File: src/phy_consts.svh
// ddr3 phy control constants: config address fields, bank sizes, phase shifter limits
`ifndef PHY_CONSTS_SVH
`define PHY_CONSTS_SVH

// config write port
`define DLY_ADDR_W      7       // delay/phase address width
`define DLY_DATA_W      8       // one delay value

// address fields
`define BANK_SEL_MSB    6       // target field, top bits
`define BANK_SEL_LSB    5
`define BANK_IDX_W      5       // entry index inside a bank

// bank sizes
`define LANE_DLY_NUM    10      // 8 dq + dqs + dm
`define CMDA_DLY_NUM    24      // address, bank, control pins

// clock phase shifter
`define PS_ADDR         7'h60   // phase target register
`define PS_LIMIT        127     // max |phase|
`define PS_STEP_CYCLES  4       // clocks per phase unit

`endif

File: src/phy_pkg.sv
// ddr3 phy control types: write targets, phase shifter states, delay and phase values
`include "phy_consts.svh"

package phy_pkg;

    // where a config write lands
    typedef enum logic [2:0] {
        TGT_LANE0,              // data byte lane 0
        TGT_LANE1,              // data byte lane 1
        TGT_CMDA,               // command/address pins
        TGT_PHASE,              // clock phase shifter
        TGT_NONE                // unmapped, dropped
    } dly_target_e;

    // phase shifter sequencing
    typedef enum logic [1:0] {
        PS_IDLE,                // ready, waiting for target
        PS_WAIT,                // step timer running
        PS_STEP                 // move phase by one unit
    } ps_state_e;

    typedef logic [`DLY_DATA_W-1:0]        dly_val_t;   // raw tap count
    typedef logic signed [`DLY_DATA_W-1:0] phase_t;     // signed phase units

endpackage

File: src/dly_wr_if.sv
// delay bank access bus: decoded loads, shared set strobe and active value readback
`timescale 1ns/1ps
`include "phy_consts.svh"

interface dly_wr_if;
    import phy_pkg::*;

    logic [`BANK_IDX_W-1:0] wr_idx;     // pending entry to load
    dly_val_t               wr_data;    // value for that entry
    logic                   wr_en;      // one-cycle load strobe
    logic                   commit;     // one-cycle set, all banks at once
    logic [`BANK_IDX_W-1:0] rd_idx;     // readback entry
    dly_val_t               rd_data;    // active value, combinational from rd_idx

    modport ctrl (
        output wr_idx, wr_data, wr_en, commit, rd_idx,
        input  rd_data
    );

    modport bank (
        input  wr_idx, wr_data, wr_en, commit, rd_idx,
        output rd_data
    );

endinterface

File: src/delay_bank.sv
// delay register bank: pending values loaded one at a time, committed together to active
`timescale 1ns/1ps
`include "phy_consts.svh"

module delay_bank #(
    parameter int NUM_ENTRIES = `LANE_DLY_NUM
) (
    input  logic    rst_in,             // clock
    input  logic    rst_i,              // synced reset
    dly_wr_if.bank  wr_bus
);
    import phy_pkg::*;

    localparam int IDX_W = $clog2(NUM_ENTRIES);

    dly_val_t   pending_q [NUM_ENTRIES];    // loaded, not yet applied
    dly_val_t   active_q  [NUM_ENTRIES];    // would feed the io delay cells
    logic [IDX_W-1:0] wr_sel;
    logic [IDX_W-1:0] rd_sel;
    logic       wr_ok;
    logic       rd_ok;

    assign wr_ok  = (wr_bus.wr_idx < NUM_ENTRIES);  // drop loads past the end
    assign rd_ok  = (wr_bus.rd_idx < NUM_ENTRIES);
    assign wr_sel = wr_bus.wr_idx[IDX_W-1:0];
    assign rd_sel = wr_bus.rd_idx[IDX_W-1:0];

    always_ff @(posedge rst_in or posedge rst_i) begin
        if (rst_i) begin
            for (int i = 0; i < NUM_ENTRIES; i++) begin
                pending_q[i] <= '0;
                active_q[i]  <= '0;
            end
        end else begin
            if (wr_bus.wr_en && wr_ok) begin
                pending_q[wr_sel] <= wr_bus.wr_data;
            end
            if (wr_bus.commit) begin
                active_q <= pending_q;          // whole bank at once
            end
        end
    end

    assign wr_bus.rd_data = rd_ok ? active_q[rd_sel] : '0;

    // load and set together: active gets the value pending before the load
    a_commit_order: assert property (@(posedge rst_in) disable iff (rst_i)
        (wr_bus.commit && wr_bus.wr_en && wr_ok)
        |=> (active_q[$past(wr_sel)] == $past(pending_q[wr_sel])));

endmodule

File: src/dly_cfg_ctrl.sv
// delay config controller with reset sync, write decode to banks or phase shifter and readback mux
`timescale 1ns/1ps
`include "phy_consts.svh"

module dly_cfg_ctrl (
    input  logic                   rst_in,      // clock
    input  logic                   clk_div,     // async active-high reset
    input  logic [`DLY_ADDR_W-1:0] dly_addr_i,
    input  phy_pkg::dly_val_t      dly_data_i,
    input  logic                   ld_delay_i,
    input  logic                   set_i,
    input  logic [`DLY_ADDR_W-1:0] mon_addr_i,
    dly_wr_if.ctrl                 lane0_o,
    dly_wr_if.ctrl                 lane1_o,
    dly_wr_if.ctrl                 cmda_o,
    output logic                   ps_we_o,
    output phy_pkg::phase_t        ps_target_o,
    output phy_pkg::dly_val_t      mon_data_o,
    output logic                   rst_sync_o
);
    import phy_pkg::*;

    logic [1:0]             rst_pipe;           // falling-edge sync chain
    logic                   rst_sync;
    dly_target_e            wr_tgt;             // target of incoming load
    dly_target_e            mon_tgt;            // target of readback address
    logic                   ld_lane0_q;
    logic                   ld_lane1_q;
    logic                   ld_cmda_q;
    logic                   commit_q;
    logic [`BANK_IDX_W-1:0] wr_idx_q;           // shared by all banks
    dly_val_t               wr_data_q;          // also carries the phase target
    dly_val_t               mon_nxt;

    // upper bits pick the bank and the top block holds the shifter at one address
    function automatic dly_target_e decode_tgt(input logic [`DLY_ADDR_W-1:0] addr);
        dly_target_e tgt;
        case (addr[`BANK_SEL_MSB:`BANK_SEL_LSB])
            2'd0:    tgt = TGT_LANE0;
            2'd1:    tgt = TGT_LANE1;
            2'd2:    tgt = TGT_CMDA;
            default: tgt = (addr == `PS_ADDR) ? TGT_PHASE : TGT_NONE;
        endcase
        return tgt;
    endfunction

    // release lands two falling edges after clk_div drops
    always_ff @(negedge rst_in or posedge clk_div) begin
        if (clk_div) begin
            rst_pipe <= 2'b11;
        end else begin
            rst_pipe <= {rst_pipe[0], 1'b0};
        end
    end
    assign rst_sync   = rst_pipe[1];
    assign rst_sync_o = rst_sync;

    assign wr_tgt  = decode_tgt(dly_addr_i);
    assign mon_tgt = decode_tgt(mon_addr_i);

    always_ff @(posedge rst_in or posedge rst_sync) begin
        if (rst_sync) begin
            ld_lane0_q <= 1'b0;
            ld_lane1_q <= 1'b0;
            ld_cmda_q  <= 1'b0;
            ps_we_o    <= 1'b0;
            commit_q   <= 1'b0;
            mon_data_o <= '0;
        end else begin
            ld_lane0_q <= ld_delay_i && (wr_tgt == TGT_LANE0);
            ld_lane1_q <= ld_delay_i && (wr_tgt == TGT_LANE1);
            ld_cmda_q  <= ld_delay_i && (wr_tgt == TGT_CMDA);
            ps_we_o    <= ld_delay_i && (wr_tgt == TGT_PHASE);
            commit_q   <= set_i;                // same stage as loads so set sees old pending
            mon_data_o <= mon_nxt;
        end
    end

    // payload captured with the load strobe
    always_ff @(posedge rst_in) begin
        if (ld_delay_i) begin
            wr_idx_q  <= dly_addr_i[`BANK_IDX_W-1:0];
            wr_data_q <= dly_data_i;
        end
    end

    always_comb begin
        case (mon_tgt)
            TGT_LANE0: mon_nxt = lane0_o.rd_data;
            TGT_LANE1: mon_nxt = lane1_o.rd_data;
            TGT_CMDA:  mon_nxt = cmda_o.rd_data;
            default:   mon_nxt = '0;            // phase reg and holes read 0
        endcase
    end

    assign lane0_o.wr_idx  = wr_idx_q;
    assign lane0_o.wr_data = wr_data_q;
    assign lane0_o.wr_en   = ld_lane0_q;
    assign lane0_o.commit  = commit_q;
    assign lane0_o.rd_idx  = mon_addr_i[`BANK_IDX_W-1:0];

    assign lane1_o.wr_idx  = wr_idx_q;
    assign lane1_o.wr_data = wr_data_q;
    assign lane1_o.wr_en   = ld_lane1_q;
    assign lane1_o.commit  = commit_q;
    assign lane1_o.rd_idx  = mon_addr_i[`BANK_IDX_W-1:0];

    assign cmda_o.wr_idx   = wr_idx_q;
    assign cmda_o.wr_data  = wr_data_q;
    assign cmda_o.wr_en    = ld_cmda_q;
    assign cmda_o.commit   = commit_q;
    assign cmda_o.rd_idx   = mon_addr_i[`BANK_IDX_W-1:0];

    assign ps_target_o = $signed(wr_data_q);

    // a load reaches one place only among banks and shifter
    a_one_target: assert property (@(posedge rst_in) disable iff (rst_sync)
        $onehot0({lane0_o.wr_en, lane1_o.wr_en, cmda_o.wr_en, ps_we_o}));

endmodule

File: src/phase_shift_ctrl.sv
// clock phase shifter: steps the phase one unit at a time toward a clamped signed target
`timescale 1ns/1ps
`include "phy_consts.svh"

module phase_shift_ctrl (
    input  logic            rst_in,         // clock
    input  logic            rst_i,          // synced reset
    input  logic            ps_we_i,        // registered phase write
    input  phy_pkg::phase_t ps_target_i,
    output logic            ps_rdy_o,
    output phy_pkg::phase_t ps_out_o        // current phase
);
    import phy_pkg::*;

    localparam int               TMR_W    = $clog2(`PS_STEP_CYCLES);
    localparam phase_t           PS_MAX   = phase_t'(`PS_LIMIT);
    localparam phase_t           PS_MIN   = -PS_MAX;
    localparam logic [TMR_W-1:0] TMR_LOAD = TMR_W'(`PS_STEP_CYCLES - 2); // wait + step = period

    ps_state_e          ps_state;
    logic [TMR_W-1:0]   step_tmr;
    phase_t             tgt_q;              // latched clamped target
    phase_t             tgt_clamp;
    phase_t             out_nxt;            // phase after one step
    logic               ps_start;

    always_comb begin
        if (ps_target_i < PS_MIN) begin
            tgt_clamp = PS_MIN;             // -128 has no mirror
        end else if (ps_target_i > PS_MAX) begin
            tgt_clamp = PS_MAX;
        end else begin
            tgt_clamp = ps_target_i;
        end
    end

    assign ps_start = ps_we_i && ps_rdy_o && (tgt_clamp != ps_out_o); // busy writes dropped
    assign out_nxt  = (ps_out_o < tgt_q) ? ps_out_o + phase_t'(1) : ps_out_o - phase_t'(1);

    always_ff @(posedge rst_in or posedge rst_i) begin
        if (rst_i) begin
            ps_state <= PS_IDLE;
            step_tmr <= '0;
            tgt_q    <= '0;
            ps_out_o <= '0;
            ps_rdy_o <= 1'b1;
        end else begin
            case (ps_state)
                PS_IDLE: begin
                    if (ps_start) begin
                        ps_state <= PS_WAIT;
                        step_tmr <= TMR_LOAD;
                        tgt_q    <= tgt_clamp;
                        ps_rdy_o <= 1'b0;
                    end else begin
                        ps_rdy_o <= 1'b1;   // one cycle late after last step
                    end
                end
                PS_WAIT: begin
                    if (step_tmr == '0) begin
                        ps_state <= PS_STEP;
                    end else begin
                        step_tmr <= step_tmr - 1'b1;
                    end
                end
                PS_STEP: begin
                    ps_out_o <= out_nxt;
                    step_tmr <= TMR_LOAD;
                    ps_state <= (out_nxt == tgt_q) ? PS_IDLE : PS_WAIT;
                end
                default: ps_state <= PS_IDLE;
            endcase
        end
    end

    // phase never leaves the symmetric range
    a_ps_range: assert property (@(posedge rst_in) disable iff (rst_i)
        (ps_out_o >= PS_MIN) && (ps_out_o <= PS_MAX));

    // ready only while parked
    a_rdy_idle: assert property (@(posedge rst_in) disable iff (rst_i)
        ps_rdy_o |-> (ps_state == PS_IDLE));

endmodule

File: src/phy_ctrl_top.sv
// ddr3 phy control top with config decode, lane and cmd/addr delay banks and clock phase shifter
`timescale 1ns/1ps
`include "phy_consts.svh"

module phy_ctrl_top (
    input  logic                   rst_in,      // clock
    input  logic                   clk_div,     // async active-high reset
    input  logic [`DLY_ADDR_W-1:0] dly_addr_i,  // bank select + entry
    input  phy_pkg::dly_val_t      dly_data_i,
    input  logic                   ld_delay_i,  // load one pending value
    input  logic                   set_i,       // apply all pending values
    input  logic [`DLY_ADDR_W-1:0] mon_addr_i,  // readback address
    output phy_pkg::dly_val_t      mon_data_o,
    output logic                   ps_rdy_o,
    output phy_pkg::phase_t        ps_out_o
);
    import phy_pkg::*;

    logic            rst_sync;              // internal reset for all blocks
    logic            ps_we;
    phase_t          ps_target;

    dly_wr_if lane0_if ();
    dly_wr_if lane1_if ();
    dly_wr_if cmda_if ();

    dly_cfg_ctrl dly_cfg_ctrl_i (
        .rst_in      (rst_in),
        .clk_div     (clk_div),
        .dly_addr_i  (dly_addr_i),
        .dly_data_i  (dly_data_i),
        .ld_delay_i  (ld_delay_i),
        .set_i       (set_i),
        .mon_addr_i  (mon_addr_i),
        .lane0_o     (lane0_if.ctrl),
        .lane1_o     (lane1_if.ctrl),
        .cmda_o      (cmda_if.ctrl),
        .ps_we_o     (ps_we),
        .ps_target_o (ps_target),
        .mon_data_o  (mon_data_o),
        .rst_sync_o  (rst_sync)
    );

    delay_bank #(.NUM_ENTRIES(`LANE_DLY_NUM)) lane0_bank_i (
        .rst_in (rst_in),
        .rst_i  (rst_sync),
        .wr_bus (lane0_if.bank)             // dq[7:0], dqs, dm
    );

    delay_bank #(.NUM_ENTRIES(`LANE_DLY_NUM)) lane1_bank_i (
        .rst_in (rst_in),
        .rst_i  (rst_sync),
        .wr_bus (lane1_if.bank)             // dq[15:8], dqs, dm
    );

    delay_bank #(.NUM_ENTRIES(`CMDA_DLY_NUM)) cmda_bank_i (
        .rst_in (rst_in),
        .rst_i  (rst_sync),
        .wr_bus (cmda_if.bank)
    );

    phase_shift_ctrl phase_shift_ctrl_i (
        .rst_in      (rst_in),
        .rst_i       (rst_sync),
        .ps_we_i     (ps_we),
        .ps_target_i (ps_target),
        .ps_rdy_o    (ps_rdy_o),
        .ps_out_o    (ps_out_o)
    );

endmodule

File: config.mk
export PLATFORM = sky130hd
export DESIGN_NAME = phy_ctrl_top
export DESIGN_NICKNAME = d
export VERILOG_FILES = /design/src/phy_pkg.sv /design/src/dly_wr_if.sv /design/src/delay_bank.sv /design/src/dly_cfg_ctrl.sv /design/src/phase_shift_ctrl.sv /design/src/phy_ctrl_top.sv
export VERILOG_INCLUDE_DIRS = /design/src
export SDC_FILE = /design/constraint.sdc
export NUM_CORES = 1
export LEC_CHECK = 0
export ABC_CLOCK_PERIOD_IN_PS = 29000
export BUFFER_PORTS_ARGS = -buffer_cell sky130_fd_sc_hd__buf_2
export CAP_MARGIN = 20
export CORE_MARGIN = 1
export CORE_UTILIZATION = 35
export CTS_CLUSTER_DIAMETER = 40
export DETAILED_ROUTE_END_ITERATION = 12
export PLACE_DENSITY_LB_ADDON = 0.1
export SETUP_SLACK_MARGIN = 0.4
export SYNTH_ARGS = -nofsm -noshare
export SYNTH_HDL_FRONTEND = slang
export SYNTH_SLANG_ARGS = --single-unit
export TNS_END_PERCENT = 1
File: constraint.sdc
create_clock -name rst_in -period 29 [get_ports rst_in]
set_clock_uncertainty 0.2 [all_clocks]
set_input_delay 2.9 -clock rst_in [delete_from_list [all_inputs] [get_ports rst_in]]
set_output_delay 2.9 -clock rst_in [all_outputs]
set_load 0.01 [all_outputs]
After elaboration in Yosys (flattened, before gate mapping) --
Index checks and enable logic that the tools add are counted. Widths: inputs -> output; s select.
Word-level totals: register bits 753, input port bits 26, logic and storage cells 196
Operators by class: add/sub/neg operators 3, order comparisons 13, eq/ne operators 18, multiplexer cells 35, bitwise gates (word level) 4, reductions and logical operators 21
Operator list (count):
- $bwmux 192 | 1
- $bwmux 80 | 2
- $mux 8 | 14
- $bmux 8 s4 | 2
- $bmux 8 s5 | 1
- $demux 8 s5 | 1
- $demux 8 s4 | 1
- $pmux 8 s3 | 1
- $pmux 3 s3 | 2
- $eq 7x7->1 const B | 2
- $ge 6x6->1 const B | 2
- $not 5->6 | 2
- $pmux 2 s3 | 2
- $logic_and 1x1->1 | 11
- $ge 5x5->1 const B | 2
- $lt 5x4->1 const B | 2
- $lt 5x5->1 const B | 2
- $not 4->5 | 2
- $eq 3x2->1 const B | 3
- $add 8x2->8 const B | 1
- $eq 8x8->1 | 1
- $gt 8x8->1 const B | 1
- $logic_not 2->1 | 4
- $lt 8x8->1 | 1
- other kinds (18) | 31

Logic depth before layout (Yosys ltp) --
Gate-level depths: netlist of run 1.
depth in word-level cells 7, depth in mapped cells 17, depth with buffers taken out 15

By module --
From an unflattened synthesis of run 1, not the netlist that was laid out.
Second synthesis, totals: cells, all modules 2160, area, all modules 32700.1 um2
By module, submodules not included:
- delay_bank at cmda_bank_i | instances 1, cells each 1015, area an instance 16094.2 um2, sequential area each 9609.2 um2
- delay_bank at lane0_bank_i ... | instances 2, cells each 430, area an instance 6794.0 um2, sequential area each 4003.8 um2
- phase_shift_ctrl | instances 1, cells each 176, area an instance 1634.1 um2, sequential area each 526.8 um2
- dly_cfg_ctrl | instances 1, cells each 109, area an instance 1383.8 um2, sequential area each 768.2 um2

==> flow_metrics.env, run 1 <==
export IMPL_status="finished, final reports clean"
export IMPL_p_seq_share_pct=39.9
export IMPL_synthMuxAreaShare_pct=32.3
export IMPL_synth_cell_types=59
export IMPL_netlist_top_cells_area="dfrtp_1 (58%), mux2_2 (26%), mux4_2 (5.7%)"
export IMPL_antenna_found_initial=2
export IMPL_reg2reg_from="dly_cfg_ctrl_i.rst_pipe[1]"
export IMPL_comb_power_share_pct=11.6
export IMPL_routabilityCongestion=0.773
export IMPL_hold_class="flop to flop"
export IMPL_holdBufCountCts=0
export IMPL_drive_above_1_share_pct=50.1
export IMPL_synth_largest_area_cell="dfrtp_1"
export IMPL_p_int_uw=2320
export IMPL_core_mm2=0.0889
export IMPL_area_growth_syn_to_layout_pct=18.3
export IMPL_clock_latency_ns=0.68
export IMPL_p_sw_share_pct=25.2
export IMPL_cts_htree_levels=3
export IMPL_die_h_um=302
export IMPL_syn_area_mm2=0.0316
export IMPL_hold_viol_final=0
export IMPL_layout_nets=2134
export IMPL_rrSetupSlack_ns=10.78
export IMPL_synth_compound_area_share_pct=2.19
export IMPL_routed_wl_um=76800
export IMPL_yosysWarnings=0
export IMPL_cts_repair_resized=0
export IMPL_grtUsageTotal_pct=17.5
export IMPL_antennaDiodeCount=0
export IMPL_root_buffer="clkbuf_16"
export IMPL_tightest_slew_ns=1.06
export IMPL_io_buffers=42
export IMPL_hold_depth=0
export IMPL_reg2reg_to="lane1_bank_i.pending_q[79]"
export IMPL_initial_core_util_pct=35.5
export IMPL_vias=17442
export IMPL_grt_overflow_total=0
export IMPL_netlist_top_cells_count="dfrtp_1 (737), mux2_2 (726), clkbuf_1 (115)"
export IMPL_numCtsBuffers=121
export IMPL_leakagePower_uw=0.0179
export IMPL_clk_path_buf_depth=3
export IMPL_yosys_register_bits=753
export IMPL_synth_async_reset_ratio_pct=98.3
export IMPL_yosys_cell_count_top_type="dfrtp_1"
export IMPL_reg2reg_depth=4
export IMPL_clock_sinks=753
export IMPL_first_global_vias=18957
export IMPL_drc=0
export IMPL_synth_top_family_by_area="multiplexers"
export IMPL_pwr_share_clk_pct=48.5
export IMPL_dieArea_mm2=0.0914
export IMPL_netlist_area_leader_share_pct=58.4
export IMPL_switching_power_uw=780
export IMPL_drtIter0Drc=839
export IMPL_dr_pass1_iters=5
export IMPL_setup_viol=0
export IMPL_synth_xor_area_share_pct=0.666
export IMPL_critPathRequiredTime_ns=29.46
export IMPL_via_per_inst=5.17
export IMPL_cts_post_setup_buffers_inserted=0
export IMPL_ys_flop_type="dfrtp_1"
export IMPL_syn_num_nets=2074
export IMPL_power_uw=3100
export IMPL_synthSimpleGateAreaFrac_pct=2.59
export IMPL_p_per_area_mw_per_mm2=82.9
export IMPL_rsz0062_at_grt="no"
export IMPL_critPathLaunchType="flop"
export IMPL_max_cap_violations=0
export IMPL_grt_max_degree=162
export IMPL_fillers=8150
export IMPL_io_pins=43
export IMPL_cts_tree="done"
export IMPL_vdd_drop_max_v=0.0000481
export IMPL_wl_per_cell_um=22.8
export IMPL_crit_fanout=79
export IMPL_hold_start="dly_cfg_ctrl_i.rst_pipe[0]"
export IMPL_slew_headroom_pct=29.0
export IMPL_yosysSeqAreaShare_pct=59.9
export IMPL_avgSynthCellArea_um2=15.5
export IMPL_final_max_slew_violation_count=0
export IMPL_rows=109
export IMPL_dpl_hpwl_um=45100
export IMPL_crit_type="flop to async pin"
export IMPL_synth_adder_area_share_pct=0.396
export IMPL_die_x_um=302
export IMPL_grt_pass1_wl_um=121000
export IMPL_arrival_ns=18.69
export IMPL_synthCells=2038
export IMPL_fin_tns_setup_ns=0
export IMPL_synth_edf_count=13
export IMPL_end_kind="async pin"
export IMPL_antenna_left=0
export IMPL_cts_reportedPaths_clkPinSlew_ns=0.05
export IMPL_min_to="dly_cfg_ctrl_i.rst_pipe[1]"
==> worst max-delay path, cell delays in order, from the launching register on <==
cell	delay, ns
dfstp_2	0.36
clkinvlp_4	0.44
buf_4	0.85
buf_4	0.85
buf_4	0.86
==> how the worst max path moves through the flow <==
| stage | startpoint | end | slack, ns | cells past startpoint |
|---|---|---|---|---|
| final | dly_cfg_ctrl_i.rst_pipe[1] | lane1_bank_i.pending_q[79] | 10.78 | 4 |
| after CTS | dly_cfg_ctrl_i.rst_pipe[1] | lane1_bank_i.pending_q[71] | 10.55 | 4 |
| after global placement | dly_cfg_ctrl_i.rst_pipe[1] | lane1_bank_i.active_q[21] | 10.66 | 4 |
| after global routing | dly_cfg_ctrl_i.rst_pipe[1] | lane1_bank_i.pending_q[71] | 10.15 | 4 |
| after detailed placement | dly_cfg_ctrl_i.rst_pipe[1] | lane1_bank_i.active_q[21] | 10.54 | 4 |
| after floorplan | dly_cfg_ctrl_i.rst_pipe[1] | cmda_bank_i.active_q[0] | 3.82 | 1 |
==> cell families (layout without fill, tap and decap cells) <==
family	count (synthesis)	after routing
multiplexers	829	829
other	1	1
buffers and inverters	156	324
XOR/XNOR	24	24
AO/OA/AOI/OAI	100	100
adder cells (fa/ha/maj)	10	10
flip-flops	753	753
AND/OR/NAND/NOR	165	165
==> routing by layer <==
layer  vias to the layer above  track usage (%)  part of all wire [%]  routed length (µm)
li1                       7632                -                     -                   -
met1                      9437             24.5                    47               36200
met2                       267             27.7                    47               36200
met3                       106             3.23                   3.8                2940
met4                         0             5.28                   1.9                1460
met5                         -                0                     0                   0
==> state kept, by name, indices dropped and copies added (netlist names) <==
name,count
cmda_bank_i.pending_q,192
phase_shift_ctrl_i.ps_rdy_o,1
lane1_bank_i.pending_q,80
dly_cfg_ctrl_i.lane1_o.wr_en,1
dly_cfg_ctrl_i.rst_pipe,2
lane0_bank_i.pending_q,80
dly_cfg_ctrl_i.cmda_o.wr_data,8
phase_shift_ctrl_i.tgt_q,8
dly_cfg_ctrl_i.mon_data_o,8
cmda_bank_i.active_q,192
lane1_bank_i.active_q,80
dly_cfg_ctrl_i.cmda_o.wr_en,1
dly_cfg_ctrl_i.lane0_o.wr_en,1
dly_cfg_ctrl_i.cmda_o.commit,1
phase_shift_ctrl_i.ps_state,2
phase_shift_ctrl_i.step_tmr,2
lane0_bank_i.active_q,80
dly_cfg_ctrl_i.cmda_o.wr_idx,5
phase_shift_ctrl_i.ps_out_o,8
dly_cfg_ctrl_i.ps_we_o,1
==> per-stage QoR <==
| step | util (%) | setup WS [ns] | instances | hold slack (ns) | cell area (µm²) |
|---|---|---|---|---|---|
| finish | 42.0 | 10.78 | 3371 | 0.150 | 37300 |
| detailed placement | 37.1 | 10.54 | 3137 | 0.149 | 33000 |
| CTS | 42.0 | 10.55 | 3369 | 0.153 | 37300 |
| global route | 42.0 | 10.15 | 3371 | 0.177 | 37300 |
| global placement | 37.1 | 10.66 | 3137 | 0.148 | 33000 |
| floorplan | - | 3.82 | 2038 | 0.145 | 31600 |
==> final cells by class <==
type,count,area (µm²),share of cell area [%]
flip-flops and latches,753,18900,50.6
multi-input cells,1129,12100,32.3
clock buffers,153,3360,9.00
well taps,1165,1460,3.90
clock inverters,80,983,2.63
repair buffers,72,493,1.32
inverters,19,75.1,0.201
==> power groups by stage <==
stage | combinational [µW] | sequential, µW | clock [µW]
after floorplan | 288 | 1230 | 0.648
after global placement | 354 | 1250 | 0.648
after detailed placement | 364 | 1250 | 0.648
after CTS | 366 | 1240 | 1540
after global routing | 400 | 1250 | 1590
final | 360 | 1240 | 1500
==> cells in the final DEF, fill, tap and decap left out, types with 14 or more instances in the layout <==
master	instances
clkinv_2	21
clkinvlp_4	17
clkbuf_1	14
buf_4	27
buf_2	40
nor2_1	22
mux2_2	726
nand3_1	30
inv_1	18
o21ai_0	32
bufinv_16	17
nand2_1	63
dfrtp_1	736
clkbuf_8	15
mux2i_1	23
mux4_2	80
clkbuf_16	124
(Power assumes the default switching activity.)
==> inputs of run 2 (changes only) <==
ABC_CLOCK_PERIOD_IN_PS = 18810   (was 29000)
clock period = 18.81 ns   (was 29 ns; I/O delays follow)
==> flow_metrics.env, run 2 (synthesis results as in run 1) <==
export IMPL_routed_wl_um=77800
export IMPL_first_global_vias=18821
export IMPL_dieArea_mm2=0.0914
export IMPL_rsz0062_at_grt="no"
export IMPL_grt_pass1_wl_um=120000
export IMPL_grt_overflow_total=0
export IMPL_clock_latency_ns=0.70
export IMPL_die_x_um=302
export IMPL_arrival_ns=12.83
export IMPL_cp_endpoint="cmda_bank_i.active_q[46]"
export IMPL_final_max_slew_violation_count=0
export IMPL_p_seq_share_pct=38.3
export IMPL_critPathLaunch="dly_cfg_ctrl_i.rst_pipe[1]"
export IMPL_grtUsageTotal_pct=17.8
export IMPL_reg2reg_to="cmda_bank_i.active_q[46]"
export IMPL_holdBufCountCts=0
export IMPL_status="finished, final reports clean"
export IMPL_leakagePower_uw=0.0181
export IMPL_cts_repair_resized=0
export IMPL_grt_max_degree=166
export IMPL_reg2reg_from="dly_cfg_ctrl_i.rst_pipe[1]"
export IMPL_fin_tns_setup_ns=0
export IMPL_dpl_hpwl_um=45400
export IMPL_p_per_area_mw_per_mm2=132
export IMPL_comb_power_share_pct=11.2
export IMPL_critPathRequiredTime_ns=19.33
export IMPL_critPathLaunchType="flop"
export IMPL_hold_class="flop to flop"
export IMPL_drc=0
export IMPL_tightest_slew_ns=1.18
export IMPL_routabilityCongestion=0.781
export IMPL_max_cap_violations=0
export IMPL_hold_depth=0
export IMPL_antenna_left=0
export IMPL_clk_path_buf_depth=3
export IMPL_antenna_found_initial=6
export IMPL_crit_fanout=151
export IMPL_slew_headroom_pct=21.5
export IMPL_numCtsBuffers=137
export IMPL_setup_viol=0
export IMPL_area_growth_syn_to_layout_pct=19.6
export IMPL_rrSetupSlack_ns=6.50
export IMPL_layout_nets=2151
export IMPL_wl_per_cell_um=23.0
export IMPL_core_mm2=0.0889
export IMPL_cts_post_setup_buffers_inserted=0
export IMPL_vdd_drop_max_v=0.0000987
export IMPL_rows=109
export IMPL_die_h_um=302
export IMPL_cts_tree="done"
export IMPL_drtIter0Drc=882
export IMPL_final_common_cell="dfrtp_1"
export IMPL_crit_type="flop to async pin"
export IMPL_dr_pass1_iters=5
export IMPL_vias=17518
export IMPL_end_kind="async pin"
export IMPL_hold_viol_final=0
export IMPL_io_pins=43
export IMPL_clock_sinks=753
export IMPL_switching_power_uw=1220
export IMPL_dpl_worst_slack_ns=6.32
export IMPL_reg2reg_depth=4
export IMPL_cts_reportedPaths_clkPinSlew_ns=0.05
export IMPL_io_buffers=42
export IMPL_p_int_uw=3750
export IMPL_worst_slack_ns=6.50
export IMPL_antennaDiodeCount=0
export IMPL_cts_htree_levels=4
export IMPL_drive_above_1_share_pct=50.3
export IMPL_p_sw_share_pct=24.6
export IMPL_via_per_inst=5.17
export IMPL_reg_top3="cmda_bank_i.active_q (192), cmda_bank_i.pending_q (192)"
export IMPL_initial_core_util_pct=35.5
export IMPL_mostFrequentLayoutCells="dfrtp_1 (736), mux2_2 (726), clkbuf_16 (139)"
export IMPL_pwr_share_clk_pct=50.5
export IMPL_root_buffer="clkbuf_16"
## run 2: changes by cell type in the layout (fill, tap and decap cells not counted), sizes merged
cell | previous run | this run
clkinvlp | 17 | 15
bufinv | 17 | 18
clkinv | 39 | 25
inv | 26 | 30
clkbuf | 153 | 179
buf | 72 | 73
## run 2: critical path: stages (launching register included)
cell,delay [ns]
dfstp_2,0.36
clkinvlp_4,0.21
buf_12,0.56
buf_4,0.67
buf_4,0.72
## run 2: final cells by class
class	count	area (µm²)
clock buffer	179	3850
multi-input combinational	1129	12100
fill	8105	51200
timing repair buffer	73	493
clock inverter	69	911
sequential	753	18900
tap	1165	1460
inverter	19	75.1
## run 2: worst min-delay path by stage
stage	startpoint	to	slack, ns
after CTS	dly_cfg_ctrl_i.rst_pipe[0]	dly_cfg_ctrl_i.rst_pipe[1]	0.17
after floorplan	dly_cfg_ctrl_i.rst_pipe[0]	dly_cfg_ctrl_i.rst_pipe[1]	0.15
after detailed placement	dly_cfg_ctrl_i.rst_pipe[0]	dly_cfg_ctrl_i.rst_pipe[1]	0.15
after global routing	dly_cfg_ctrl_i.rst_pipe[0]	dly_cfg_ctrl_i.rst_pipe[1]	0.18
after global placement	dly_cfg_ctrl_i.rst_pipe[0]	dly_cfg_ctrl_i.rst_pipe[1]	0.15
final	dly_cfg_ctrl_i.rst_pipe[0]	dly_cfg_ctrl_i.rst_pipe[1]	0.16
## run 2: layer usage
layer / part of all wire [%] / vias to the layer above / global-route usage [%]
met3: 4.6 / 132 / 4.24
met1: 47 / 9399 / 24.6
li1: - / 7673 / -
met5: 0 / - / 0
met2: 46 / 314 / 27.3
met4: 2.4 / 0 / 6.16
## run 2: power groups by stage
stage	Clock, µW	Sequential (µW)	Combinational (µW)
after floorplan	0.999	1890	444
after detailed placement	0.999	1930	562
final	2520	1910	555
after global routing	2670	1930	614
after CTS	2580	1910	565
after global placement	0.999	1930	548
## run 2: through the flow
stage | std cells | power (µW) | area [µm²] | hold WS, ns | utilization (%)
6_report | 3387 | 4980 | 37800 | 0.163 | 42.5
5_1_grt | 3387 | 5210 | 37800 | 0.184 | 42.5
4_1_cts | 3386 | 5060 | 37800 | 0.167 | 42.5
3_5_place_dp | 3139 | 2500 | 33000 | 0.152 | 37.1
3_3_place_gp | 3138 | 2480 | 33000 | 0.150 | 37.1
2_1_floorplan | 2038 | 2340 | 31600 | 0.145 | -
